### config.mk
export PLATFORM = sky130hd
export DESIGN_NAME = prm_width_rom
export DESIGN_NICKNAME = d
export VERILOG_FILES = /design/src/design/prm_width_rom.sv
export VERILOG_INCLUDE_DIRS = /design/src /design/src/include
export SDC_FILE = /design/constraint.sdc
export NUM_CORES = 1
export LEC_CHECK = 0
export BUFFER_PORTS_ARGS = -buffer_cell sky130_fd_sc_hd__buf_2
export CAP_MARGIN = 20
export CORE_AREA = 2 2 39 41
export CTS_CLUSTER_DIAMETER = 60
export DETAILED_ROUTE_END_ITERATION = 6
export DIE_AREA = 0 0 41 43
export SLEW_MARGIN = 5
export SYNTH_ARGS = -nofsm -noshare
export SYNTH_HDL_FRONTEND = slang
export SYNTH_SLANG_ARGS = --single-unit
### constraint.sdc
create_clock -name clk -period 1.19 [get_ports clk]
set_clock_uncertainty 0.1 [all_clocks]
set_input_delay 0.0595 -clock clk [delete_from_list [all_inputs] [get_ports clk]]
set_output_delay 0.0595 -clock clk [all_outputs]
set_load 0.005 [all_outputs]
### src/include/bits2prm_consts.svh
`ifndef BITS2PRM_CONSTS_SVH
`define BITS2PRM_CONSTS_SVH

//////////////////////////////////////////////////////////////////////
// Scratch memory geometry
//////////////////////////////////////////////////////////////////////

// Data word and address widths
`define WORD_W 32
`define ADDR_W 12

// Frame bit words start here, one marker per word
`define BITS_BASE 12'h100

// Unpacked parameters are written back here, one per word
`define PRM_BASE 12'h200

//////////////////////////////////////////////////////////////////////
// Frame format
//////////////////////////////////////////////////////////////////////

// Bit words in one received frame
`define SERIAL_SIZE 80

// Codec parameters per frame
`define PRM_NO 11

// Width of one unpacked parameter value
`define PRM_W 16

// Marker words for a received one and zero
`define BIT_1 16'h0081
`define BIT_0 16'h007F

`endif
### src/design/prm_width_rom.sv
`default_nettype none

`include "bits2prm_consts.svh"

module prm_width_rom (
	input  wire logic clk,
	input  wire logic [3:0] index,
	output logic [3:0] width
);

	// Bit width of each codec parameter in frame order
	always_ff @(posedge clk) begin
		case (index)
			4'd0: width <= 4'd8;
			4'd1: width <= 4'd10;
			4'd2: width <= 4'd8;
			4'd3: width <= 4'd1;
			4'd4: width <= 4'd13;
			4'd5: width <= 4'd4;
			4'd6: width <= 4'd7;
			4'd7: width <= 4'd5;
			4'd8: width <= 4'd13;
			4'd9: width <= 4'd4;
			4'd10: width <= 4'd7;
			default: width <= 4'd0;
		endcase
	end

	// Sequencer must never look past the last parameter
	index_in_range: assert property (
		@(posedge clk) index < 4'(`PRM_NO)
	) else $error("width ROM index %0d out of range", index);

endmodule

`default_nettype wire

* Yosys cells after proc, flatten, opt, wreduce, memory -nomap -nowiden
Memories as Yosys holds them, arrays and structs flattened. A register that Yosys moved wholly into a read port is not among the register bits.
Cells that the tools add are included.
** Word-level totals
- Input bits :: 5
- Word-level logic and storage cells :: 1
- Memory bits (read-only) :: 64
- Register bits :: 0
- Output and inout bits :: 4
- Memories :: 1
** Memory list
- (no name shown) :: words 16, width 4, read ports 1, clocked after memory_dff 1, wr ports 0, line prm_width_rom.sv:13 : case (index)

* Longest topological paths before layout
- Depth in word-level cells :: 0
- Mapped depth :: 2
- Gate-level depth less buffers :: 2

* Worst setup path after synthesis
OpenSTA, ideal clock, no wires.
- Path kind :: input-to-reg
- From :: input index[1]
- To :: register width[1]
- Path buffers :: 0
- Required time :: 0.963 ns
- Data arrival time :: 0.518 ns
- Stages on the path :: 2
- Library setup time :: 0.127 ns
- Slack :: 0.445 ns
- Cell sequence :: nor4bb_1 or3_1
** RTL lines
- start: declaration :: line prm_width_rom.sv:7 : input wire logic [3:0] index,
- end: declaration :: line prm_width_rom.sv:8 : output logic [3:0] width

* Final worst setup path
- From :: input index[3]
- To :: register width[3]
No word-level cell between the ends.

==> impl_metrics.env <==
export IMPL_path_depth=3
export IMPL_cp_start_kind="input pin"
export IMPL_syn_area_um2=171
export IMPL_reg_top3="width (4)"
export IMPL_cts_clk_slew_worst_paths_ns=0.03
export IMPL_drv_cap=0
export IMPL_cts_buffers=3
export IMPL_die_h_um=43
export IMPL_wl_per_cell_um=8.16
export IMPL_p_seq_share_pct=41.4
export IMPL_seq_area_frac_synth_pct=46.7
export IMPL_slew_headroom_pct=85.7
export IMPL_drv_slew=0
export IMPL_multi_input_area_um2=91.3
export IMPL_port_buffers=8
export IMPL_postCtsResizedCells=0
export IMPL_crit_arrival_ns=0.99
export IMPL_nets=35
export IMPL_largest_register_ffs=4
export IMPL_core_area_um2=1380
export IMPL_clock_fmax_mhz=1060
export IMPL_via_per_inst=3.52
export IMPL_cp_slowest_cell="dlygate4sd3_1"
export IMPL_grt_pass1_vias=136
export IMPL_postRouteAntennaNets=0
export IMPL_synthCells=16
export IMPL_rsz0062_at_grt="no"
export IMPL_crit_path_cell_trace="buf_2 -> dlygate4sd3_1 -> o31ai_1"
export IMPL_drc=0
export IMPL_yosys_warnings=0
export IMPL_sw_frac_of_total_pct=20.4
export IMPL_combPwrFrac_pct=13.9
export IMPL_endpoint_kind="register"
export IMPL_required_ns=1.23
export IMPL_p_per_area_nw_per_um2=1360
export IMPL_layout_common_cells="8 x buf_2, 4 x dfxtp_1, 3 x clkbuf_4, 2 x nand2b_1, 2 x nor4bb_1"
export IMPL_ff_latch_area_um2=80.1
export IMPL_cts_tree="done"
export IMPL_switchingPower_w=0.0000731
export IMPL_cp_top_family="buffers and inverters"
export IMPL_criticalPathCategory="in -> reg"
export IMPL_layout_area_overhead_vs_synth_pct=54.0
export IMPL_crit_start="index[3]"
export IMPL_cts_buffer_depth=2
export IMPL_die_area_um2=1760
export IMPL_synth_seq_cells=4
export IMPL_final_util_pct=19.1
export IMPL_nFillCells=161
export IMPL_hp_class="in -> reg"
export IMPL_crit_end="width[3]"
export IMPL_place_gp_congestion=0.632
export IMPL_num_antenna_cells=0
export IMPL_finalSetupViolations=0
export IMPL_period_share_pct=79.3
export IMPL_drt_total_wl_um=359
export IMPL_synth_fp_nets=21
export IMPL_grt_first_pass_wirelength_um=483
export IMPL_clock_tree_root_cell="clkbuf_4"
export IMPL_rows=14
export IMPL_slowest_delay_ns=0.58
export IMPL_clkSinkCount=4
export IMPL_run_status="finished, final reports clean"
export IMPL_overflow=0
export IMPL_hold_viol=0
export IMPL_first_pass_iters=1
export IMPL_synth_distinct_cells=11
export IMPL_io_pin_count=9
export IMPL_drive_gt1_share_pct=39.3
export IMPL_vias=155
export IMPL_largest_register="width"
export IMPL_avgSynthCellArea_um2=10.7
export IMPL_critPathBufInv=2
export IMPL_leakage_nw=0.119
export IMPL_die_w_um=41
export IMPL_cp_max_fo=7
export IMPL_antenna_found_initial=0
export IMPL_ir_drop_v=0.000164
export IMPL_drtIter0Drc=0
export IMPL_final_common_cell="buf_2"
export IMPL_intPower_w=0.000285
export IMPL_grt_max_degree=9
export IMPL_grt_usage_pct=4.42
export IMPL_tightest_slew_ns=0.211
export IMPL_fin_tns_setup_ns=0
export IMPL_start_util_pct=12.4
export IMPL_min_period_ns=0.944
export IMPL_htreeDepth=1
export IMPL_pwr_share_clk_pct=44.7
[logic make-up after synthesis]
family	Yosys count	share of synthesized area, %
simple gates	7	31.4
compound gates	4	16.1
mux	1	5.84
flops	4	46.7
[cells in the mapped netlist]
cell type	instances	area share, %
nand2b_1	2	7.3
o22ai_1	1	3.7
o31ai_1	1	4.4
nor4bb_1	2	12
dfxtp_1	4	47
o21ai_0	1	2.9
mux2i_1	1	5.8
and2_1	1	3.7
or3_1	1	3.7
a211o_1	1	5.1
nor4b_1	1	5.1
[power by group through the flow]
stage / clock network (W) / logic [W] / registers, W
4_1_cts: 0.000173 / 0.0000499 / 0.000148
6_report: 0.000160 / 0.0000498 / 0.000148
3_3_place_gp: 0 / 0.0000465 / 0.000150
5_1_grt: 0.000173 / 0.0000563 / 0.000149
3_5_place_dp: 0 / 0.0000472 / 0.000150
2_1_floorplan: 0 / 0.0000170 / 0.000152
[how the worst min path moves through the flow]
stage | from | end | cells past startpoint
after floorplan | index[3] | width[0] | 1
after global placement | index[3] | width[0] | 2
after detailed placement | index[3] | width[0] | 2
after CTS | index[2] | width[3] | 2
after global routing | index[2] | width[3] | 2
final | index[2] | width[3] | 2
[repair_timing]
| action | 4_1_cts | 5_1_grt |
|---|---|---|
| hold endpoints to repair | 2 | 0 |
| hold buffers | 1 | 0 |
| setup buffers | 0 | 0 |
[layout make-up]
class                   instances  share of cell area (%)
clock buffers                   3                    8.53
well taps                      16                    7.58
flip-flops and latches          4                    30.3
repair buffers                  9                    19.0
multi-input cells              12                    34.6
[per-layer routing]
layer	up-vias	wire length, um	GRT usage (%)
met2	8	141	4.38
met3	0	43	0.524
met4	0	0	8.00
met5	-	0	0
met1	60	175	5.47
li1	87	-	-
[metrics by stage]
stage	setup slack [ns]	std cells	instance area [um2]	total power, W	hold WS [ns]
finish	0.246	44	264	0.000358	0.0176
global route	0.216	44	264	0.000378	0.0298
CTS	0.259	44	264	0.000371	0.00344
detailed placement	0.253	40	231	0.000197	0.245
global placement	0.262	40	231	0.000197	0.245
floorplan	0.445	16	171	0.000169	0.0538
No activity file was read; power rests on OpenSTA's default activity.
