<file path="src/include/bits2prm_consts.svh">
`ifndef BITS2PRM_CONSTS_SVH
`define BITS2PRM_CONSTS_SVH

//////////////////////////////////////////////////////////////////////
// Scratch memory geometry
//////////////////////////////////////////////////////////////////////

// Data word and address widths
`define WORD_W 32
`define ADDR_W 12

// Frame bit words start here, one marker per word
`define BITS_BASE 12'h100

// Unpacked parameters are written back here, one per word
`define PRM_BASE 12'h200

//////////////////////////////////////////////////////////////////////
// Frame format
//////////////////////////////////////////////////////////////////////

// Bit words in one received frame
`define SERIAL_SIZE 80

// Codec parameters per frame
`define PRM_NO 11

// Width of one unpacked parameter value
`define PRM_W 16

// Marker words for a received one and zero
`define BIT_1 16'h0081
`define BIT_0 16'h007F

`endif
</file>
<file path="src/design/bits2prm_ctrl_pkg.sv">
`default_nettype none

package bits2prm_ctrl_pkg;

	//////////////////////////////////////////////////////////////////////
	// Sequencer states
	//////////////////////////////////////////////////////////////////////

	// One pass per frame, LOAD_W to WRITE repeats per parameter
	typedef enum logic [2:0] {
		IDLE,
		INIT,
		LOAD_W,
		READ,
		ACCUM,
		WRITE,
		DONE
	} b2p_state_e;

	//////////////////////////////////////////////////////////////////////
	// Accumulator opcodes
	//////////////////////////////////////////////////////////////////////

	// Shift doubles the value and adds the incoming bit
	typedef enum logic [1:0] {
		ACC_HOLD,
		ACC_CLEAR,
		ACC_SHIFT
	} acc_op_e;

endpackage

`default_nettype wire

</file>
<file path="src/design/prm_accumulator.sv">
`default_nettype none

`include "bits2prm_consts.svh"

module prm_accumulator
	import bits2prm_ctrl_pkg::*;
(
	input  wire logic clk,
	input  wire logic rst,
	input  wire acc_op_e op,
	input  wire logic [`WORD_W-1:0] bit_word,
	output logic [`PRM_W-1:0] value
);

	logic is_one;

	// Marker lives in the low half of the word
	assign is_one = (bit_word[15:0] == `BIT_1);

	//////////////////////////////////////////////////////////////////////
	// Shift and add
	//////////////////////////////////////////////////////////////////////

	always_ff @(posedge clk) begin
		if (rst) begin
			value <= '0;
		end else begin
			case (op)
				ACC_CLEAR: value <= '0;
				ACC_SHIFT: begin
					// MSB first, so older bits move up
					value <= {value[`PRM_W-2:0], 1'b0} + {{(`PRM_W-1){1'b0}}, is_one};
				end
				default: value <= value;
			endcase
		end
	end

	// A corrupt bit word would otherwise be unpacked as a zero
	marker_valid: assert property (
		@(posedge clk) disable iff (rst)
		op == ACC_SHIFT |-> (bit_word[15:0] == `BIT_1 || bit_word[15:0] == `BIT_0)
	) else $error("bit word %h is not a marker", bit_word);

endmodule

`default_nettype wire

</file>
<file path="config.mk">
export PLATFORM = sky130hd
export DESIGN_NAME = prm_accumulator
export DESIGN_NICKNAME = d
export VERILOG_FILES = /design/src/design/bits2prm_ctrl_pkg.sv /design/src/design/prm_accumulator.sv
export VERILOG_INCLUDE_DIRS = /design/src /design/src/include
export SDC_FILE = /design/constraint.sdc
export NUM_CORES = 1
export LEC_CHECK = 0
export ABC_AREA = 1
export BUFFER_PORTS_ARGS = -buffer_cell sky130_fd_sc_hd__buf_2
export CAP_MARGIN = 20
export CORE_ASPECT_RATIO = 0.9
export CORE_MARGIN = 2
export CORE_UTILIZATION = 25
export CTS_CLUSTER_DIAMETER = 200
export DETAILED_ROUTE_END_ITERATION = 7
export PLACE_DENSITY = 0.63
export SYNTH_ARGS = -nofsm -noshare
export SYNTH_HDL_FRONTEND = slang
export SYNTH_SLANG_ARGS = --single-unit
</file>
<file path="constraint.sdc">
create_clock -name clk -period 0.9 [get_ports clk]
set_input_delay 0 -clock clk [delete_from_list [all_inputs] [get_ports clk]]
set_output_delay 0 -clock clk [all_outputs]
set_load 0.01 [all_outputs]
</file>
======== After elaboration in Yosys (flattened, before gate mapping) ========
Index checks and enable logic that the tools add are counted.
cells by class
  reductions and logical operators ........ 1
  multiplexer cells ....................... 1
  add/sub/neg operators ................... 1
  equality and inequality tests ........... 3
operators with widths
  cell                                                                     count
  16-bit one-hot mux with 2 select lines                                   1
  16-bit by 1-bit adder with 16-bit output                                 1
  16-bit by 8-bit equality test with 1-bit output (second input constant)  1
  2-bit by 1-bit equality test with 1-bit output (second input constant)   1
  2-bit equality test (second input constant)                              1
  2-bit nonzero test                                                       1
word-level totals
  input bits .............................. 36
  register bits after elaboration ......... 16

======== Logic depth before layout (Yosys ltp) ========
  depth after elaboration ................. 3
  depth in mapped cells ................... 8
  mapped depth without buffers ............ 8

======== Worst setup path after synthesis ========
OpenSTA, ideal clock, no wires.
  kind .................................... input port to flip-flop
  start point ............................. input op[0]
  end point ............................... register value[0]
  cell stages on the path ................. 8
  data required time ...................... 834 ps
  arrival time ............................ 877 ps
  path slack .............................. -43 ps
  cell sequence ........................... inv_1 ha_1 buf_6 nor2_8 inv_2 nor2_1 nand3_1 a21oi_2
on the way
  word-level cells in the longest chain between the ends .. 2
  elaborated cells on any way between the ends .. 4
  classes of those cells .................. eq/ne (2); mux (1); reduce/logical (1)
RTL lines
  what                                                                                          line                   text
  start, declared                                                                               prm_accumulator.sv:10  input wire acc_op_e op,
  2-bit equality test / 2-bit by 1-bit equality test with 1-bit output (equally long branches)  prm_accumulator.sv:28  case (op)
  16-bit one-hot mux with 2 select lines / 2-bit nonzero test (equally long branches)           --
  end signal, assigned                                                                          prm_accumulator.sv:32  value <= {value[`PRM_W-2:0], 1'b0} + {{(`PRM_W-1){1'b0}}, is_one};
  end signal, assigned                                                                          prm_accumulator.sv:34  default: value <= value;
  end, declared                                                                                 prm_accumulator.sv:12  output logic [`PRM_W-1:0] value
Several ways; a longest one is shown, not always the timed one.
A chain may end at the register's enable or synchronous reset.

======== Worst setup path in the final report ========
  start point ............................. register value[7]
  end point ............................... output value[7]
No word-level cell between the ends.

==> metrics.md <==
| Metric | Value |
|---|---|
| Via density | `4.27` |
| HPWL Detailed | `1160 microns` |
| Pre-CTS setup slack | `-0.0607 ns` |
| Hold path start | `rst` |
| Seq cells post-synth | `16` |
| Worst Path Buf+Inv | `1` |
| Design area | `905 sq um` |
| CTS Buf Count | `3` |
| Slowest cell delay on critical path | `0.37 ns` |
| Comb power frac | `11.9%` |
| Synth Net Count | `126` |
| Yosys cell types | `14` |
| Largest net degree at the start of global routing | `17` |
| Status | `finished, final reports clean` |
| Routed wl met2 | `716 microns` |
| Data required time of the worst path | `0.90 ns` |
| Reg-to-reg endpoint | `value[14]` |
| Setup Fix Bufs, Post-CTS | `0` |
| DIE WIDTH | `58.4 microns` |
| Tmin final | `0.791 ns` |
| Register area share after synthesis | `48.1%` |
| Final Power | `0.00121 W` |
| I/O pin count | `52` |
| Detailed Route WL | `1510 microns` |
| Reg with most FFs | `value` |
| Sw Share | `23.3%` |
| Fin crit share | `87.9%` |
| Ys Warns | `0` |
| RSZ-0062 raised after global routing | `false` |
| Final count of negative-setup-slack endpoints | `0` |
| Core Region | `2490 sq um` |
| Top routing layer used | `met3` |
| GP Congestion | `0.679` |
| Hold Path Stages | `2` |
| Maximum fanout along the worst path | `3` |
| Worst setup EP type | `output port` |
| Reg-to-reg startpoint | `value[14]` |
| Antenna viol nets, final | `0` |
| Synth Cell Area | `666 sq um` |
| Lkg Pwr | `0.414 nW` |
| First-pass GRT wire length | `2500 microns` |
| Final hold slack | `0.0768 ns` |
| Die ar. | `3090 sq um` |
| Worst hold endpoint | `value[0]` |
| Actual slew at the worst max-slew pin | `0.288 ns` |
| Hold Path Class | `primary input to register` |
| Critical path startpoint category | `register` |
| R2r setup slk | `0.25 ns` |
| Final hold viol count | `0` |
| Switch Pwr | `0.000283 W` |
| Largest area contributor in the netlist | `dfxtp_1` |
| GRT Total Usage | `10.7%` |
| P_int | `0.000931 W` |
| Setup ws final | `0.109 ns` |
| Max FFs per register | `16` |
| Rel. slew slack | `80.8%` |
| Commonest non-fill, non-tap cell in the layout | `buf_2` |
| Clock share of power | `29.8%` |
| Wire length on met3 | `137 microns` |
| Cells resized by post-CTS repair | `0` |
| DIE HEIGHT | `53.0 microns` |
| Clock tree buffer depth | `2` |
| Share of power burned in registers | `58.2%` |
| CP Class | `register to output port` |
| Layout cells sized above 1 | `37.3%` |
| Max IR drop VDD | `818 uV` |
| Max Fclk | `1260 MHz` |
| Num rows | `17` |
| Post-Route M1 WL | `651 microns` |
| Sequence of cells on the critical path | `buf_2` |
| Initial antenna violation count | `0` |
| Final net count | `165` |
| Clock slew at reported path FFs | `0.09 ns` |
| Power per cell area | `1340 nW/um^2` |
| Worst path arrival time | `0.79 ns` |
| Share of the synthesized area in the top cell type | `48.1%` |
| Wire per inst | `9.77 microns` |
| Vias | `658` |
| Worst skew pair latency | `0.28 ns` |
| Gr ovfl total | `0` |
| DRT Pass-1 Iters | `4` |
| Setup TNS | `0 ns` |
| Area Growth Syn to Fin | `35.9%` |
| CTS hold repair buffers | `0` |
| Htree depth | `1` |
| Highest-delay cell along the critical path | `dfxtp_1` |
| Root buf cell | `clkbuf_4` |
| CP top delay family | `flip-flops` |
| Number of global-route vias before repair | `597` |
| Worst Skew | `0.000281 ns` |
| Cells after synthesis | `89` |
| Initial Utilization | `26.7%` |
| Reg2reg path depth | `2` |
| Initial drt markers | `15` |
| Port-buffer cells | `35` |
| Most frequent cells in the layout | `35 x buf_2, 33 x nand2_1, 16 x dfxtp_1, 15 x a21oi_1, 9 x nor2_1` |
| Antenna fix cells | `0` |
| Max-cap check violation count | `0` |
| Synth top area cells | `dfxtp_1 48%, nand2_1 19%, a21oi_1 11%` |
| Largest regs | `value (16)` |
| TritonCTS clock tree | `built` |
| Slew Viols, Final | `0` |
| Cell area after placement | `882 sq um` |
| Avg Inst Size Synth | `7.48 sq um` |
| DRC Markers | `0` |
| Clk sink count | `16` |
layout make-up:
| class | count | area (sq um) |
|---|---|---|
| repair buffers | 39 | 205 |
| clock buffers | 3 | 22.5 |
| fillers | 268 | 1580 |
| flip-flops and latches | 16 | 320 |
| inverters | 5 | 18.8 |
| multi-input cells | 63 | 303 |
| well taps | 28 | 35.0 |
synthesized netlist by cell type:
cell,instances
clkbuf_1,1
inv_2,1
and2_0,1
inv_1,4
buf_6,2
nor2_1,9
buf_2,2
dfxtp_1,16
a21oi_2,1
a21oi_1,15
nand2_1,33
nand3_1,2
nor2_8,1
ha_1,1
layer usage:
metal | up-vias | track usage, %
met5 | - | 0
met4 | 0 | 2.33
met3 | 0 | 5.87
met2 | 27 | 17.6
met1 | 279 | 12.3
li1 | 352 | -
power by group through the flow:
stage	logic, W	registers, W	clock network [W]
final	0.000145	0.000707	0.000362
after global routing	0.000161	0.000708	0.000426
after CTS	0.000145	0.000707	0.000377
after detailed placement	0.000145	0.000724	0
after global placement	0.000142	0.000724	0
after floorplan	0.0000854	0.000724	0
cells by family after synthesis:
kind of cell / after synthesis / synth area share (%)
AND/OR/NAND/NOR: 46 / 29.1
adder cells (fa/ha/maj): 1 / 1.88
AO/OA/AOI/OAI: 16 / 12.6
buffers and inverters: 10 / 8.27
flip-flops: 16 / 48.1
through the flow:
step	utilization, %	std cells
after floorplan	-	89
after global placement	35.4	151
after detailed placement	35.4	151
after CTS	36.3	154
after global routing	36.3	154
final	36.3	154
how the worst max path moves through the flow:
stage,startpoint,end,cells past startpoint
final,value[7],value[7],1
after global placement,op[0],value[0],9
after global routing,value[7],value[7],1
after CTS,value[14],value[14],1
after floorplan,op[0],value[0],8
after detailed placement,op[0],value[14],8
Power figures use the tool's default switching activity.
