[config.mk]
export PLATFORM = sky130hd
export DESIGN_NAME = bit_counter
export DESIGN_NICKNAME = d
export VERILOG_FILES = /design/src/design/bit_counter.sv
export VERILOG_INCLUDE_DIRS = /design/src /design/src/include
export SDC_FILE = /design/constraint.sdc
export NUM_CORES = 1
export LEC_CHECK = 0
export ABC_CLOCK_PERIOD_IN_PS = 1350
export BUFFER_PORTS_ARGS = -buffer_cell sky130_fd_sc_hd__buf_2
export CORE_MARGIN = 2
export CORE_UTILIZATION = 45
export DETAILED_ROUTE_END_ITERATION = 10
export PLACE_DENSITY = 0.73
export REMOVE_ABC_BUFFERS = 1
export SLEW_MARGIN = 20
export SYNTH_ARGS = -nofsm -noshare
export SYNTH_HDL_FRONTEND = slang
export SYNTH_SLANG_ARGS = --single-unit
[constraint.sdc]
create_clock -name clk -period 1.35 [get_ports clk]
set_input_delay 0.0675 -clock clk [delete_from_list [all_inputs] [get_ports clk]]
set_output_delay 0.0675 -clock clk [all_outputs]
set_load 0.02 [all_outputs]
[src/include/bits2prm_consts.svh]
`ifndef BITS2PRM_CONSTS_SVH
`define BITS2PRM_CONSTS_SVH

//////////////////////////////////////////////////////////////////////
// Scratch memory geometry
//////////////////////////////////////////////////////////////////////

// Data word and address widths
`define WORD_W 32
`define ADDR_W 12

// Frame bit words start here, one marker per word
`define BITS_BASE 12'h100

// Unpacked parameters are written back here, one per word
`define PRM_BASE 12'h200

//////////////////////////////////////////////////////////////////////
// Frame format
//////////////////////////////////////////////////////////////////////

// Bit words in one received frame
`define SERIAL_SIZE 80

// Codec parameters per frame
`define PRM_NO 11

// Width of one unpacked parameter value
`define PRM_W 16

// Marker words for a received one and zero
`define BIT_1 16'h0081
`define BIT_0 16'h007F

`endif
[src/design/bit_counter.sv]
`default_nettype none

`include "bits2prm_consts.svh"

module bit_counter (
	input  wire logic clk,
	input  wire logic rst,
	input  wire logic clear,
	input  wire logic load,
	input  wire logic [3:0] width,
	input  wire logic step,
	input  wire logic next_prm,
	output logic [`ADDR_W-1:0] bit_addr,
	output logic [3:0] prm_index,
	output logic param_last,
	output logic frame_last
);

	logic [3:0] bits_left;

	always_ff @(posedge clk) begin
		if (rst) begin
			bit_addr <= `BITS_BASE;
			prm_index <= 4'd0;
			bits_left <= 4'd0;
		end else begin
			// Start of frame
			if (clear) begin
				bit_addr <= `BITS_BASE;
				prm_index <= 4'd0;
			end else begin
				if (step) begin
					bit_addr <= bit_addr + 12'd1;
				end
				if (next_prm) begin
					prm_index <= prm_index + 4'd1;
				end
			end
			if (load) begin
				bits_left <= width;
			end else if (step) begin
				bits_left <= bits_left - 4'd1;
			end
		end
	end

	// Step in progress consumes the final bit of this parameter
	assign param_last = (bits_left == 4'd1);
	assign frame_last = (prm_index == 4'(`PRM_NO - 1));

	//////////////////////////////////////////////////////////////////////
	// Checks
	//////////////////////////////////////////////////////////////////////

	step_with_bits: assert property (
		@(posedge clk) disable iff (rst) step |-> bits_left != 4'd0
	) else $error("bit step with no bits left");

	addr_in_frame: assert property (
		@(posedge clk) disable iff (rst)
		step |-> bit_addr <= `BITS_BASE + 12'(`SERIAL_SIZE - 1)
	) else $error("bit address %0h past end of frame", bit_addr);

endmodule

`default_nettype wire

* Word-level counts from Yosys, hierarchy flattened
Index checks and enable logic that the tools add are counted.
Cells by class: add/sub/neg operators 3, equality and inequality tests 2, muxes and demuxes 2, reduce and logical (&&, ||, !) cells 2
Operators with widths (number):
- $add 12x1->12 const B | 1
- $mux 4 | 2
- $add 4x1->4 const B | 1
- $eq 4x1->1 const B | 1
- $eq 4x4->1 const B | 1
- $sub 4x1->4 const B | 1
- $reduce_bool 2->1 | 1
- $reduce_or 2->1 | 1
Word-level totals: bits in registers 20, input bits 10, output and inout bits 18

* Longest topological paths before layout
Gate-level depths: netlist (run 1).
word-level depth 3, gate-level depth with buffers 5

* Worst setup path before layout (run 1)
OpenSTA, ideal clock, no wires.
kind reg2reg, from reg bit_addr[0], to reg bit_addr[10], setup time 0.071 ns, data arrival time 1.562 ns, required time 1.279 ns, path slack -0.283 ns, cell stages (with the launch flop) 5, clock period less this slack 1.633 ns, cell sequence dfxtp_1 ha_1 nand4_4 or4_1 a21oi_1
On the way: word-level cells in the longest chain between the ends 1
Ends and longest elaborated chain:
- start: declaration | line bit_counter.sv:13 | output logic [`ADDR_W-1:0] bit_addr,
- start signal: assignment | line bit_counter.sv:23 | bit_addr <= `BITS_BASE;
- start signal: assignment | line bit_counter.sv:29 | bit_addr <= `BITS_BASE;
- start signal: assignment | line bit_counter.sv:33 | bit_addr <= bit_addr + 12'd1;
- $add 12x1->12 | line bit_counter.sv:33
Every way passes these cells. A chain may end at the register's enable or synchronous reset.

* Worst setup path after layout (run 1)
Ends and elaborated chain as after synthesis.

==> key figures, run 1 <==
Global route
  – All-Layer GR Usage: 18.20%
  – Largest net degree at the start of global routing: 13
  – First-pass GRT wire length: 3650 um
  – Gr ovfl total: 0
  – Met3 Use GR: 2.976%
  – Vias in the first global route: 862
  – GR met2 Demand/Resource: 31.80%
  – M1 GR Usage: 22.28%
  – Initial antenna violation count: 0
  – GRT Max-Usage Layer: met2

Yosys
  – FFs w/ async S/R, synth: 0%
  – Post-synth EDFFs: 0
  – Synth Area in XOR/XNOR: 8.056%
  – Adder-cell share of the synthesized area: 6.394%
  – Cells after Synth: 107
  – Yosys cell types: 30
  – Sequential cell area fraction in the yosys report: 40.92%
  – Compound-gate portion of the synthesized area: 9.974%
  – Yosys warnings: 0
  – Largest family of logic cells by synthesized area: simple AND/OR/NAND/NOR gates
  – Post-Synth Simple-Gate Area: 27.75%
  – Mux contribution to synthesized area: 3.069%
  – Mean post-synth cell area: 9.144 um^2
  – Seq cells post-synth: 20
  – Main synth FF type: dfxtp_1
  – Mapped Area: 978.4 um^2

Die
  – Initial Utilization: 48.87%
  – Io pins: 28
  – Die Ht: 50.63 um
  – Die Wd: 50.63 um
  – Core Footprint: 0.002002 mm^2
  – Num rows: 16
  – Die area: 0.002563 mm^2

Pwr
  – P_leak: 0.5764 nW
  – Power per cell area: 817.8 mW/mm^2
  – Switching share of power: 24.72%
  – Sequential share of power: 56.7%
  – Int Power: 0.8280 mW
  – Overall Power: 1.100 mW
  – Net Switching: 0.2720 mW
  – Worst vdd ir: 0.6158 mV
  – Clock share of power: 32.1%
  – Comb power frac: 11.2%

Worst hold path
  – Type of the worst min-delay path: in2reg
  – Worst Hold Path EP: bits_left[1]$_SDFFE_PP0P_
  – Hold path start: width[1]
  – Hold Path Depth: 3

Timing
  – Max-slew headroom: 77.47%
  – Final Skew: 9.473 ps
  – Setup ws final: 33.30 ps
  – Final setup fails: 0
  – Slew at the pin closest to its max-slew limit: 334.8 ps
  – RSZ-0062 raised after global routing: yes
  – Post-Route Hold Slack: 4.309 ps
  – Pins Over Slew Limit: 0
  – Fmax: 0.7595 GHz
  – Fin crit period: 1317 ps
  – Final hold vios: 0
  – Fin crit share: 97.53%

Placement
  – GPL Wtd Cong: 0.7916
  – Post-Place Cells: 167
  – I/O Buffers: 27
  – Detail Placement HPWL: 1545 um
  – Pre-CTS setup slack: -64.33 ps

CTS
  – Worst skew pair latency: 300 ps
  – Clock transition at the registers of the reported paths: 120 ps
  – CTS root buf: clkbuf_4
  – CTS sink cnt: 20
  – TritonCTS Buffers: 3
  – Maximum root-to-sink buffer count: 2
  – H-tree depth: 1
  – TritonCTS clock tree: yes

Cells and area
  – Area delta synth->final: 37.47%
  – Antenna cells: 0
  – Most frequent cells in the layout: 27 x buf_2, 14 x nand2_1, 10 x nor2_1, 10 x dfxtp_2, 10 x buf_4
  – Finished Layout Cells: 176
  – Nets: 165
  – Commonest non-fill, non-tap cell in the layout: buf_2
  – Layout cells sized above 1: 45.64%

Route
  – Vias per cell: 5.153
  – Drt wl/cell: 12.93 um
  – Via count: 907
  – ANT nets after route: 0
  – Drc violations: 0
  – First DRT Iteration DRCs: 8
  – DRT Wirelength: 2275 um
  – Drt pass-1 iters: 4

Setup path
  – Crit path max fanout: 4
  – FF-to-FF path depth: 5
  – Reg-to-reg startpoint: bit_addr[0]$_SDFFE_PP0P_
  – Crit Path Category: reg2reg
  – Setup crit start kind: flop
  – CP required: 1550 ps
  – Critical Path Sink Type: flop
  – R2R setup slack: 30 ps
  – Worst r2r dst: bit_addr[10]$_SDFFE_PP0P_
  – Crit path DAT: 1520 ps

Outcome
  – Run status: finished clean

Flow run
  – Max-cap violations: 0
[power by group through the flow]
stage                     combinational, mW  sequential [mW]  clock [mW]
final                                 0.123            0.624       0.353
after global routing                  0.135            0.627       0.382
after CTS                             0.121            0.624       0.363
after detailed placement              0.114            0.635           0
after global placement                0.111            0.633           0
after floorplan                      0.0597            0.639           0
[per-stage QoR]
step                setup TNS (ps)  utilization [%]  cell area, um^2
floorplan                   -584.1                -            967.2
global placement            -14.65            59.75             1196
detailed placement          -64.90            59.75             1196
CTS                              0            63.75             1276
global route                -45.98            67.19             1345
finish                           0            67.19             1345
[synth_stat cells (2+ instances only)]
cell,n,share of area (%)
a211oi_1,3,2.3
a21oi_1,7,3.6
dfxtp_1,20,41
ha_1,5,6.4
inv_1,7,2.7
mux2i_1,3,3.1
nand2_1,14,5.4
nand4_1,2,1.3
nand4_4,2,4.3
nor2_1,10,3.8
nor4_1,2,1.3
o21ai_0,2,1.0
o31ai_1,3,2.3
or3_1,2,1.3
or4_1,3,2.3
xnor2_1,4,3.6
xor2_1,5,4.5
[worst max-delay path, stage by stage, from the launching register on]
cell and delay (ps):
dfxtp_2 380, ha_4 150, nand4_4 120, buf_4 170, o31ai_1 310, a21oi_2 90
[state kept, by name, indices dropped and copies added (netlist names)]
register and flops:
prm_index 4, bits_left 4, bit_addr 12
[final cells by class]
class	count	area (um^2)
Sequential cell	20	416.7
Clock buffer	4	36.28
Timing Repair Buffer	40	241.5
Fill cell	164	656.9
Multi-Input combinational cell	78	590.6
Inverter	7	26.28
Tap cell	27	33.78
[worst max-delay path by stage]
stage	cells after the start	endpoint	from	slack, ps
after floorplan	4	bit_addr[10]$_SDFFE_PP0P_	bit_addr[0]$_SDFFE_PP0P_	-280
after global placement	4	bit_addr[10]$_SDFFE_PP0P_	bit_addr[0]$_SDFFE_PP0P_	-10
after detailed placement	4	bit_addr[10]$_SDFFE_PP0P_	bit_addr[0]$_SDFFE_PP0P_	-60
after CTS	4	bit_addr[10]$_SDFFE_PP0P_	bit_addr[0]$_SDFFE_PP0P_	1
after global routing	5	bit_addr[10]$_SDFFE_PP0P_	bit_addr[0]$_SDFFE_PP0P_	-30
final	5	bit_addr[10]$_SDFFE_PP0P_	bit_addr[0]$_SDFFE_PP0P_	30
[timing repair]
item	4_1_cts	5_1_grt
gates resized for setup	8	16
endpoints found under the hold margin	2	0
hold buffers	2	0
pin swaps	1	5
buffers inserted	0	3
endpoints found under the setup margin	6	7
[routing by layer]
metal  vias to the layer above  share of wire [%]
met5                         -                  0
met4                         0                1.1
met3                         4                3.5
met2                        20                 50
met1                       424                 45
li1                        459                  -
[kinds of logic (layout without fill, tap and decap cells)]
| kind of cell | Yosys count | in the layout |
|---|---|---|
| adder cells (fa/ha/maj) | 5 | 5 |
| buffers and inverters | 9 | 51 |
| multiplexers | 3 | 3 |
| AND/OR/NAND/NOR | 45 | 45 |
| AO/OA/AOI/OAI | 16 | 16 |
| flip-flops | 20 | 20 |
| XOR/XNOR | 9 | 9 |
Power figures use the tool's default switching activity.
==> run 2: changes to the inputs <==
==> constraint.sdc (replaced) <==
create_clock -name clk -period 1.35 [get_ports clk]
set_input_delay 0.135 -clock clk [delete_from_list [all_inputs] [get_ports clk]]
set_output_delay 0.135 -clock clk [all_outputs]
set_load 0.02 [all_outputs]
==> key figures, run 2 (synthesized netlist as in run 1, its figures left out) <==
Route
  – Drt pass-1 iters: 4
  – Drc violations: 0
  – First DRT Iteration DRCs: 20
  – Vias per cell: 5.188
  – Via count: 913
  – ANT nets after route: 0
  – DRT Wirelength: 2340 um
  – Drt wl/cell: 13.30 um

Global route
  – First-pass GRT wire length: 3650 um
  – Initial antenna violation count: 0
  – All-Layer GR Usage: 18.20%
  – Gr ovfl total: 0
  – Largest net degree at the start of global routing: 13
  – Vias in the first global route: 863

Cells and area
  – Antenna cells: 0
  – Final Cell Area: 0.001375 mm^2
  – Commonest non-fill, non-tap cell in the layout: buf_2
  – Max reg flops: 12
  – Area delta synth->final: 40.54%
  – Biggest register: bit_addr
  – Util after Layout: 68.69%
  – Most frequent cells in the layout: 25 x buf_2, 14 x nand2_1, 13 x buf_4
  – Layout cells sized above 1: 50.34%
  – Filler Cells Inserted: 168
  – Nets: 165
  – Biggest regs: bit_addr: 12 flops, bits_left: 4 flops, prm_index: 4 flops

Setup path
  – Critical Path Sink Type: flop
  – Setup crit start kind: flop
  – Critical path's slowest cell: or4_4
  – Crit path max fanout: 7
  – Cells along the critical path: buf_6, nand4_4, or4_4, a21oi_2
  – Crit Path Category: reg2reg
  – CP required: 1580 ps
  – Crit path DAT: 1540 ps
  – CP peak stage delay: 450 ps

Die
  – Die area: 0.002563 mm^2
  – Die Ht: 50.63 um
  – Initial Utilization: 48.87%
  – Die Wd: 50.63 um
  – Io pins: 28
  – Num rows: 16
  – Core Footprint: 0.002002 mm^2

CTS
  – TritonCTS Buffers: 3
  – Maximum root-to-sink buffer count: 2
  – Worst skew pair latency: 300 ps
  – TritonCTS clock tree: yes
  – CTS Hold Bufs: 0
  – CTS sink cnt: 20
  – H-tree depth: 1
  – CTS root buf: clkbuf_4
  – Clock transition at the registers of the reported paths: 120 ps

Timing
  – Setup ws final: 41.75 ps
  – Pins Over Slew Limit: 0
  – Final setup fails: 0
  – Max-slew headroom: 77.23%
  – Fin crit period: 1308 ps
  – Final Skew: 11.37 ps
  – Final hold vios: 0
  – Fin crit share: 96.91%
  – Post-Route Hold Slack: 55.33 ps
  – Fmax: 0.7644 GHz
  – Slew at the pin closest to its max-slew limit: 338.4 ps

Pwr
  – Worst vdd ir: 0.5277 mV
  – P_leak: 0.5793 nW
  – Power per cell area: 803.8 mW/mm^2

Placement
  – I/O Buffers: 27
  – Pre-CTS setup slack: -64.33 ps
  – Detail Placement HPWL: 1545 um
  – GPL Wtd Cong: 0.7916
  – DP Area: 0.001196 mm^2

Outcome
  – Run status: finished clean

Worst hold path
  – Type of the worst min-delay path: in2reg

Flow run
  – Max-cap violations: 0
-- run 2: changes by cell type in the layout (fill, tap and decap cells not counted), sizes merged --
cell	change
buf	+2
dlygate4sd3	-2
-- run 2: metrics by stage --
step           setup TNS [ps]  instances  power, mW
2_1_floorplan          -584.1        105     0.6992
3_3_place_gp           -14.65        167     0.7436
3_5_place_dp           -64.90        167     0.7489
4_1_cts                -2.070        172      1.105
5_1_grt                -29.34        176      1.153
6_report                    0        176      1.105
-- run 2: routing by layer --
layer / up-vias / part of all wire, % / global-route usage (%)
met2: 14 / 53 / 31.80
met3: 2 / 3.0 / 2.976
met5: - / 0 / 0
met1: 434 / 43 / 22.28
met4: 0 / 0.43 / 6.757
li1: 463 / - / -
-- run 2: timing repair --
item | in CTS | in global routing
endpoints found under the setup margin | 6 | 7
gates cloned | 0 | 0
pin swaps | 1 | 4
buffers inserted | 1 | 4
gates resized for setup | 10 | 25
-- run 2: final timing paths --
| check | startpoint | slack (ps) | depth (start not counted) | to |
|---|---|---|---|---|
| max | bit_addr[0]$_SDFFE_PP0P_ | 40 | 4 | bit_addr[5]$_SDFFE_PP0P_ |
| min | width[0] | 60 | 3 | bits_left[0]$_SDFFE_PP0P_ |
| max reg2reg | bit_addr[0]$_SDFFE_PP0P_ | 40 | 4 | bit_addr[5]$_SDFFE_PP0P_ |
| min reg2reg | bit_addr[11]$_SDFFE_PP0P_ | 480 | 2 | bit_addr[11]$_SDFFE_PP0P_ |
-- run 2: area by class of cell --
type                    count  area, um^2  area share (%)
repair buffers             40       245.2           17.83
well taps                  27       33.78           2.457
multi-input cells          78       610.6           44.40
clock buffers               4       36.28           2.639
flip-flops and latches     20       422.9           30.76
inverters                   7       26.28           1.911
-- run 2: power by group --
group          switching [mW]  internal, mW  total [mW]
sequential             0.0175         0.603       0.621
combinational          0.0689        0.0610       0.130
clock                   0.191         0.164       0.355
total                   0.277         0.828        1.11
-- run 2: critical path, delay by kind of cell (launching register included) --
kind / cells / cell delay [ps]
and+or+nand+nor: 2 / 600
DFF: 1 / 380
AOI/OAI and AO/OA: 1 / 140
buffers and inverters: 1 / 120
