==> src/include/bits2prm_consts.svh <==
`ifndef BITS2PRM_CONSTS_SVH
`define BITS2PRM_CONSTS_SVH

//////////////////////////////////////////////////////////////////////
// Scratch memory geometry
//////////////////////////////////////////////////////////////////////

// Data word and address widths
`define WORD_W 32
`define ADDR_W 12

// Frame bit words start here, one marker per word
`define BITS_BASE 12'h100

// Unpacked parameters are written back here, one per word
`define PRM_BASE 12'h200

//////////////////////////////////////////////////////////////////////
// Frame format
//////////////////////////////////////////////////////////////////////

// Bit words in one received frame
`define SERIAL_SIZE 80

// Codec parameters per frame
`define PRM_NO 11

// Width of one unpacked parameter value
`define PRM_W 16

// Marker words for a received one and zero
`define BIT_1 16'h0081
`define BIT_0 16'h007F

`endif
==> src/design/bits2prm_mem_pkg.sv <==
`default_nettype none

`include "bits2prm_consts.svh"

package bits2prm_mem_pkg;

	// Write request to the scratch memory
	typedef struct packed {
		logic [`ADDR_W-1:0] addr;
		logic [`WORD_W-1:0] data;
		logic en;
	} mem_wr_t;

	// Read request, data follows one cycle later
	typedef struct packed {
		logic [`ADDR_W-1:0] addr;
	} mem_rd_t;

endpackage

`default_nettype wire

==> src/design/bits2prm_ctrl_pkg.sv <==
`default_nettype none

package bits2prm_ctrl_pkg;

	//////////////////////////////////////////////////////////////////////
	// Sequencer states
	//////////////////////////////////////////////////////////////////////

	// One pass per frame, LOAD_W to WRITE repeats per parameter
	typedef enum logic [2:0] {
		IDLE,
		INIT,
		LOAD_W,
		READ,
		ACCUM,
		WRITE,
		DONE
	} b2p_state_e;

	//////////////////////////////////////////////////////////////////////
	// Accumulator opcodes
	//////////////////////////////////////////////////////////////////////

	// Shift doubles the value and adds the incoming bit
	typedef enum logic [1:0] {
		ACC_HOLD,
		ACC_CLEAR,
		ACC_SHIFT
	} acc_op_e;

endpackage

`default_nettype wire

==> src/design/bits2prm_fsm.sv <==
`default_nettype none

`include "bits2prm_consts.svh"

module bits2prm_fsm
	import bits2prm_ctrl_pkg::*;
	import bits2prm_mem_pkg::*;
(
	input  wire logic clk,
	input  wire logic rst,
	input  wire logic start,
	input  wire logic [3:0] width,
	input  wire logic param_last,
	input  wire logic frame_last,
	input  wire logic [3:0] prm_index,
	input  wire logic [`ADDR_W-1:0] bit_addr,
	input  wire logic [`PRM_W-1:0] value,
	output logic [3:0] rom_index,
	output logic cnt_clear,
	output logic cnt_load,
	output logic cnt_step,
	output logic cnt_next_prm,
	output acc_op_e acc_op,
	output mem_rd_t mem_rd,
	output mem_wr_t mem_wr,
	output logic done
);

	b2p_state_e state;
	b2p_state_e state_next;

	//////////////////////////////////////////////////////////////////////
	// State register and transitions
	//////////////////////////////////////////////////////////////////////

	always_ff @(posedge clk) begin
		if (rst) begin
			state <= IDLE;
		end else begin
			state <= state_next;
		end
	end

	always_comb begin
		state_next = state;
		case (state)
			IDLE: begin
				if (start) begin
					state_next = INIT;
				end
			end
			INIT: state_next = LOAD_W;
			LOAD_W: state_next = READ;
			READ: state_next = ACCUM;
			ACCUM: state_next = param_last ? WRITE : READ;
			WRITE: state_next = frame_last ? DONE : LOAD_W;
			DONE: state_next = IDLE;
			default: state_next = IDLE;
		endcase
	end

	//////////////////////////////////////////////////////////////////////
	// Width ROM index
	//////////////////////////////////////////////////////////////////////

	// ROM is one cycle late, so look ahead while writing
	always_comb begin
		case (state)
			LOAD_W, READ, ACCUM: rom_index = prm_index;
			WRITE: rom_index = frame_last ? 4'd0 : prm_index + 4'd1;
			default: rom_index = 4'd0;
		endcase
	end

	// Counter and accumulator strobes
	assign cnt_clear = (state == INIT);
	assign cnt_load = (state == LOAD_W) && (width != 4'd0);
	assign cnt_step = (state == ACCUM);
	assign cnt_next_prm = (state == WRITE);

	always_comb begin
		case (state)
			LOAD_W: acc_op = ACC_CLEAR;
			ACCUM: acc_op = ACC_SHIFT;
			default: acc_op = ACC_HOLD;
		endcase
	end

	//////////////////////////////////////////////////////////////////////
	// Memory requests
	//////////////////////////////////////////////////////////////////////

	// Bit word address is held through ACCUM
	assign mem_rd.addr = bit_addr;

	assign mem_wr.addr = `PRM_BASE + {{(`ADDR_W-4){1'b0}}, prm_index};
	assign mem_wr.data = {{(`WORD_W-`PRM_W){1'b0}}, value};
	assign mem_wr.en = (state == WRITE);

	assign done = (state == DONE);

	// One done pulse, and only once every bit word has been consumed
	done_single: assert property (
		@(posedge clk) disable iff (rst)
		done |-> (bit_addr == `BITS_BASE + 12'(`SERIAL_SIZE)) ##1 !done
	) else $error("done pulse malformed or frame not fully consumed");

endmodule

`default_nettype wire

==> config.mk <==
export PLATFORM = sky130hd
export DESIGN_NAME = bits2prm_fsm
export DESIGN_NICKNAME = d
export VERILOG_FILES = /design/src/design/bits2prm_mem_pkg.sv /design/src/design/bits2prm_ctrl_pkg.sv /design/src/design/bits2prm_fsm.sv
export VERILOG_INCLUDE_DIRS = /design/src /design/src/include
export SDC_FILE = /design/constraint.sdc
export NUM_CORES = 1
export LEC_CHECK = 0
export ABC_AREA = 1
export BUFFER_PORTS_ARGS = -buffer_cell sky130_fd_sc_hd__buf_2
export CORE_AREA = 2 2 55 51
export CTS_BUF_LIST = sky130_fd_sc_hd__clkbuf_16
export DETAILED_ROUTE_END_ITERATION = 10
export DIE_AREA = 0 0 57 53
export HOLD_SLACK_MARGIN = 0.03
export PLACE_DENSITY = 0.84
export SLEW_MARGIN = 20
export SYNTH_ARGS = -nofsm -noshare
export SYNTH_HDL_FRONTEND = slang
export SYNTH_SLANG_ARGS = --single-unit
==> constraint.sdc <==
create_clock -name clk -period 2.6 [get_ports clk]
set_input_delay 0.78 -clock clk [delete_from_list [all_inputs] [get_ports clk]]
set_output_delay 0.78 -clock clk [all_outputs]
set_load 0.01 [all_outputs]
Word level (Yosys, flattened, before mapping). Cells that the tools add are included.

$add $sub $neg: 2. Eq/ne operators: 7. Muxes and demuxes: 7. Reduce and logical (&&, ||, !) cells: 4.

Operators by type and width (number): case mux 3 bit (6 select lines) (1); adder 10 x 4 -> 11 bit, first input constant (1); == test 3 bit, second input constant (3); 2-to-1 mux 3 bit (3); case mux 4 bit (2 select lines) (1); == test 3 x 2 -> 1 bit, second input constant (2); adder 4 x 1 -> 4 bit, second input constant (1); 2-to-1 mux 4 bit (1); case mux 2 bit (2 select lines) (1); nonzero test 4 bit (1); == test 3 x 1 -> 1 bit, second input constant (1); zero test 3 bit (1); OR reduction 3 bit (1); != test 2 bit, second input constant (1); logical AND 1 bit (1).

Register bits: 3. Input bits: 41. Output and inout port bits: 68.

Longest topological paths before layout. Gate-level depths: netlist (run 1).

Word-level depth: 3. Mapped depth: 6. Gate-level depth less buffers: 5.

Worst setup path before layout (run 1). OpenSTA, ideal clock, no wires.

Kind: in2out. Start: input port prm_index[0]. End: output port rom_index[2]. Data arrival time: 1260 ps. Required time: 1820 ps. Path slack: 560 ps. Cell stages on the path: 4. Cell sequence: ha_1 xor2_1 nand2_1 nand2_1.

Word-level cells in the longest chain between the ends: 3.

Ends and longest elaborated chain: start: declaration (line bits2prm_fsm.sv:15) `input wire logic [3:0] prm_index,`; adder 4 x 1 -> 4 bit (line bits2prm_fsm.sv:70) `WRITE: rom_index = frame_last ? 4'd0 : prm_index + 4'd1;`; 2-to-1 mux 4 bit (line bits2prm_fsm.sv:70); case mux 4 bit (2 select lines) (line bits2prm_fsm.sv:68) `case (state)`; end: declaration (line bits2prm_fsm.sv:18) `output logic [3:0] rom_index,`.

No other way between the ends.

Worst setup path in the final report (run 1). Same ends and word-level chain as after synthesis.

==> results of run 1 <==
## worst paths after layout
path,to,start
setup / recovery,rom_index[2],prm_index[0]
hold / removal,state[0],state[1]
setup reg to reg,state[1],state[2]
hold reg to reg,state[0],state[1]
## layer usage
layer  share of wire (%)  track usage (%)  up-vias  wire length (um)
li1                    -                -      263                 -
met1                  34            6.946      215               415
met2                  42            10.15       39               506
met3                  14            1.222       20               166
met4                  10            11.24        0               123
met5                   0                0        -                 0
## cell type report
class,count,area (um2),area share (%)
Clock buffer,3,75.07,11.34
Clock inverter,1,3.754,0.5671
Inverter,10,37.54,5.671
Multi-Input combinational cell,67,310.3,46.88
Sequential cell,3,60.06,9.074
Tap cell,28,35.03,5.293
Timing Repair Buffer,28,140.1,21.17
## worst reg2reg max path: cells and delay by family (launching register included)
kind          cells  cell delay (ns)
buf+inv           1             0.11
flops             1             0.47
simple gates      4             0.32
## power groups by stage
stage,Sequential (mW),Clock [mW],Combinational [mW]
floorplan,0.0534,0,0.132
global placement,0.0573,0,0.0778
detailed placement,0.0573,0,0.0786
CTS,0.0567,0.243,0.0789
global route,0.0575,0.249,0.0896
finish,0.0567,0.240,0.0790
## metrics by stage
stage                     utilization, %  power (mW)  worst slack, ns
after floorplan                        -      0.1854           0.5600
after global placement             24.05      0.1351           0.3262
after detailed placement           24.05      0.1359           0.3204
after CTS                          27.30      0.3785           0.3197
after global routing               27.30      0.3965           0.2532
final                              27.30      0.3753           0.3201
## cells in the mapped netlist, types with 2 or more instances
cell and count:
nand4_1 2, conb_1 2, buf_6 2, nor2_2 3
nand3_1 5, inv_1 9, nand3_2 3, nor2_1 8
buf_4 57, nand2_1 17, dfxtp_1 3
## cell families after synthesis
logic type | count (synthesis) | synth area share, %
other | 2 | 0.9681
AO/OA/AOI/OAI | 2 | 1.613
flip-flops | 3 | 7.742
buffers and inverters | 69 | 62.90
adder cells (fa/ha/maj) | 1 | 1.613
XOR/XNOR | 1 | 1.129
AND/OR/NAND/NOR | 39 | 24.03
==> impl_results.md, run 1 <==
- Status: finished, final reports clean
- Core area: 2425 um2
- P_int: 275.3 uW
- P_sw: 100.0 uW
- Root Driver: clkbuf_16
- Fillcell total: 276
- Vias in the first global route: 385
- Die area: 3021 um2
- Fin. Hold Viols: 0
- Placed cells: 136
- Sequential Power Share: 15.1%
- Postcts setup bufs: 0
- Skew-Pair Late Insertion Delay: 0.22 ns
- RSZ-0062 raised after global routing: false
- Worst hold slack: 0.5717 ns
- Hold buffers post-CTS: 0
- Max frequency: 438.6 MHz
- Clock sink total: 3
- Initial antenna violation count: 0
- Register area share after synthesis: 7.742%
- Worst Hold Depth: 2
- Final Critical Period: ~2.3 ns
- Clock-pin slew on the worst setup and hold paths: 0.03 ns
- Synthesis-to-layout area growth: -14.68%
- Synth Register Bits: 3
- TritonCTS Buffers: 3
- Regs by FF count: state: 3 flops
- Largest net degree at the start of global routing: 9
- Cell area after synthesis: 775.7 um2
- Synth area leader: buf_4
- Final instance area: 661.9 um2
- Worst VDD drop: 0.3495 mV
- Levels on crit path: 6
- Max reg flops: 3
- Clock Skews: 0.003430 ns
- Die height: between 50 and 60 um
- Commonest cells after routing, fill and taps aside: 28 x buf_2, 24 x conb_1, 17 x nand2_1
- YS warnings: 0
- Number of cells on the worst reg-to-reg path: 5
- Layout Cells excl Fill: 140
- Clock power frac: 63.8%
- Syn Inst Count: 117
- CTS-repair resized insts: 0
- Share of the synthesized area in the top cell type: 55.16%
- EDFF count, synth: 0
- Grt total ovfl: 0
- Most flops, register: state
- GR Util All Layers: 6.998%
- Antenna fix cells: 0
- Slowest CP cell: ha_1
- Delay-heaviest family, CP: buffers and inverters
- Final Max Slew Viols: 0
- CTS max path bufs: 2
- Top_reg_cell synth: dfxtp_1
- Net Sw Frac: 26.65%
- HPWL Detailed: 990.1 um
- R2r setup slk: roughly 1.6 ns
- Chip width: ~57 um
- HP Class: reg2reg
- Pleak: 0.4523 nW
- Synthesized area per cell: 6.630 um2
- Rows: 17
- Initial DRC count: 15
- Vias: 537
- Worst EP arrival: 1.50 ns
- Max cap viols: 0
- Commonest non-fill, non-tap cell in the layout: buf_2
- Yosys cell types: 17
- Sum of negative setup slack: 0 ns
- Synth top area cells: buf_4 55%, nand2_1 8.2%, dfxtp_1 7.7%
- Buf/Inv on CP: 2
- Routed Antenna Nets: 0
- Max FO, Critical Path: 6
- DR vias/cell: 3.836
- Critical path, cell by cell: buf_2, ha_1, xor2_1, nand2_1, nand2_1, buf_2
- PD cells: approximately 570 nW/um2
- Post-synthesis async set-or-reset flop share: 0%
- CP Capture Type: output port
- CTS tree: yes
- Largest stage delay on the critical path: around 0.20 ns
- Nets@finish: 155
- # setup viols final: 0
- Ports: about 110
- IO Port Bufs: 28
- GP Congestion: 0.7525
- Comb power frac: 21.0%
- Initial Utilization: about a third
- H-tree levels: 1
- First-pass GRT wire length: 1.621 mm
- Tcrit/Tclk final: just under 90%
- Layout cells sized above 1: 34.82%
- First-pass DRT Iterations: 3
- Dpl cell area: a little under 600 um2
- Wirelength per Cell: around 8.7 um
- Critical path class: in2out
- CP Launch Type: input pin
- Total Routed Length: around 1.2 mm
- Worst endpoint required time: 1.82 ns
- Residual DRC: 0
(Power assumes the default switching activity.)
==> inputs of run 2 (changes only) <==
--- a/config.mk
+++ b/config.mk
@@ -6,14 +6,13 @@
 export SDC_FILE = /design/constraint.sdc
 export NUM_CORES = 1
 export LEC_CHECK = 0
-export ABC_AREA = 1
 export BUFFER_PORTS_ARGS = -buffer_cell sky130_fd_sc_hd__buf_2
-export CORE_AREA = 2 2 55 51
+export CORE_AREA = 2 2 55 52
 export CTS_BUF_LIST = sky130_fd_sc_hd__clkbuf_16
 export DETAILED_ROUTE_END_ITERATION = 10
-export DIE_AREA = 0 0 57 53
+export DIE_AREA = 0 0 57 54
 export HOLD_SLACK_MARGIN = 0.03
-export PLACE_DENSITY = 0.84
+export PLACE_DENSITY = 0.82
 export SLEW_MARGIN = 20
 export SYNTH_ARGS = -nofsm -noshare
 export SYNTH_HDL_FRONTEND = slang
==> impl_results.md, run 2 <==
- CTS tree: yes
- Worst VDD drop: 0.4246 mV
- Layout cells sized above 1: 40.00%
- Nets@finish: between 100 and 150
- Ports: roughly 110
- Synthesized area per cell: 7.470 um2
- # setup viols final: 0
- Max FO, Critical Path: 5
- HP Class: reg2reg
- Share of the synthesized area in the top cell type: 56.16%
- GP Congestion: 0.8096
- Most common cell in the synthesized netlist: buf_4
- Vias in the first global route: around 450
- Pleak: roughly 0.40 nW
- Regs by FF count: state: 3 flops
- Top_reg_cell synth: dfxtp_1
- Routed Antenna Nets: 0
- Max cap viols: 0
- Worst hold slack: around 0.61 ns
- Synth Register Bits: 3
- Syn Inst Count: 102
- Pwr Total: 383.3 uW
- Core area: about 2600 um2
- PD cells: 545.1 nW/um2
- Skew-Pair Late Insertion Delay: around 0.22 ns
- Clock sink total: 3
- Grt total ovfl: 0
- GR Util All Layers: 8.206%
- Root Driver: clkbuf_16
- First-pass DRT Iterations: 2
- Worst EP arrival: 1.79 ns
- Initial antenna violation count: 0
- Final Max Slew Viols: 0
- Antenna fix cells: 0
- First-pass GRT wire length: 1.869 mm
- CP Launch Type: input pin
- Residual DRC: 0
- Hold buffers post-CTS: 0
- DR vias/cell: around 4
- YS warnings: 0
- Commonest cells after routing, fill and taps aside: 28 x buf_2, 24 x conb_1, 4 x nor2_1, 4 x inv_1
- Wirelength per Cell: 10.10 um
- H-tree levels: 1
- Largest net degree at the start of global routing: 10
- Rows: 18
- Total Routed Length: 1.313 mm
- Sum of negative setup slack: 0 ns
- Most flops, register: state
- TritonCTS Buffers: 3
- Die height: 54 um
- CP Capture Type: output port
- HPWL Detailed: 985.8 um
- Initial DRC count: 25
- Max frequency: slightly below 400 MHz
- Synth top cells by count: 57 x buf_4, 4 x nor2_1, 3 x dfxtp_1, 3 x inv_1, 3 x nor2b_1
- Tcrit/Tclk final: 98.68%
- Register area share after synthesis: under 10%
- EDFF count, synth: 0
- Synth top area cells: buf_4 56%, dfxtp_1 7.9%, mux2_2 3.0%
- Yosys cell types: 31
- IO Port Bufs: 28
- Die area: about 3000 um2
- Final Critical Period: 2.566 ns
- Cell area after synthesis: 762.0 um2
- Vias: 533
- Initial Utilization: 29.68%
- Max reg flops: 3
- Final instance area: approximately 700 um2
- Synthesis-to-layout area growth: -7.718%
- Synth area leader: buf_4
- Chip width: 57 um
- Fillcell total: 300
- Commonest non-fill, non-tap cell in the layout: buf_2
- Post-synthesis async set-or-reset flop share: 0%
- Clock-pin slew on the worst setup and hold paths: 0.03 ns
- Worst endpoint required time: 1.82 ns
- Final Util: 27.39%
- Fin. Hold Viols: 0
- CTS max path bufs: 2
- Clock Skews: between 0.001 and 0.0015 ns
- Dpl cell area: about 600 um2
- Status: finished, final reports clean
- Critical path class: in2out
-- run 2: cell count changes after synthesis, moves of 4 or more --
cell     before  now
nor2_1        8    4
inv_1         9    3
nand3_1       5    1
nand2_1      17    2
-- run 2: worst paths after layout --
path,start,endpoint,slack (ns),depth (start not counted)
setup reg to reg,state[0],state[1],1.30,3
hold reg to reg,state[1],state[0],0.61,1
hold / removal,state[1],state[0],0.61,1
setup / recovery,prm_index[0],rom_index[2],0.03,6
-- run 2: repair_timing --
action | in CTS | in global routing
resized for setup | 0 | 4
setup endpoints to repair | 0 | 1
setup buffers | 0 | 1
-- run 2: critical path: stages --
cell and delay [ns]:
buf_2 0.13, ha_2 0.19, nand2_1 0.06, mux2_2 0.28, o31ai_2 0.18, buf_2 0.16
-- run 2: area by class of cell --
type                       count  area, um2  share of cell area (%)
clock buffer                   3      75.07                   10.68
clock inverter                 1      3.754                  0.5338
timing repair buffer          30      155.1                   22.06
tap                           30      37.54                   5.338
sequential                     3      60.06                   8.541
multi-input combinational     60      360.3                   51.25
inverter                       3      11.26                   1.601
-- run 2: through the flow --
stage,cells,worst slack [ns]
finish,130,0.03433
global route,130,-0.007214
floorplan,124,0.2652
global placement,125,0.05091
detailed placement,125,0.04227
CTS,129,0.04115
-- run 2: report_power, final --
part / switching, mW / internal, mW
registers: 0.00740 / 0.0499
clock network: 0.0403 / 0.198
logic: 0.0507 / 0.0368
total: 0.0984 / 0.285
-- run 2: cell families after synthesis --
group	synth area share [%]
AO/OA/AOI/OAI	8.868
adder cells (fa/ha/maj)	1.642
buffers and inverters	58.13
flip-flops	7.882
multiplexers	4.269
other	0.9856
AND/OR/NAND/NOR	18.23
-- run 2: metal layers --
metal	routed length (um)	GRT usage [%]
met1	507	8.169
met3	173	4.808
met5	0	0
met4	25	7.364
met2	607	12.26
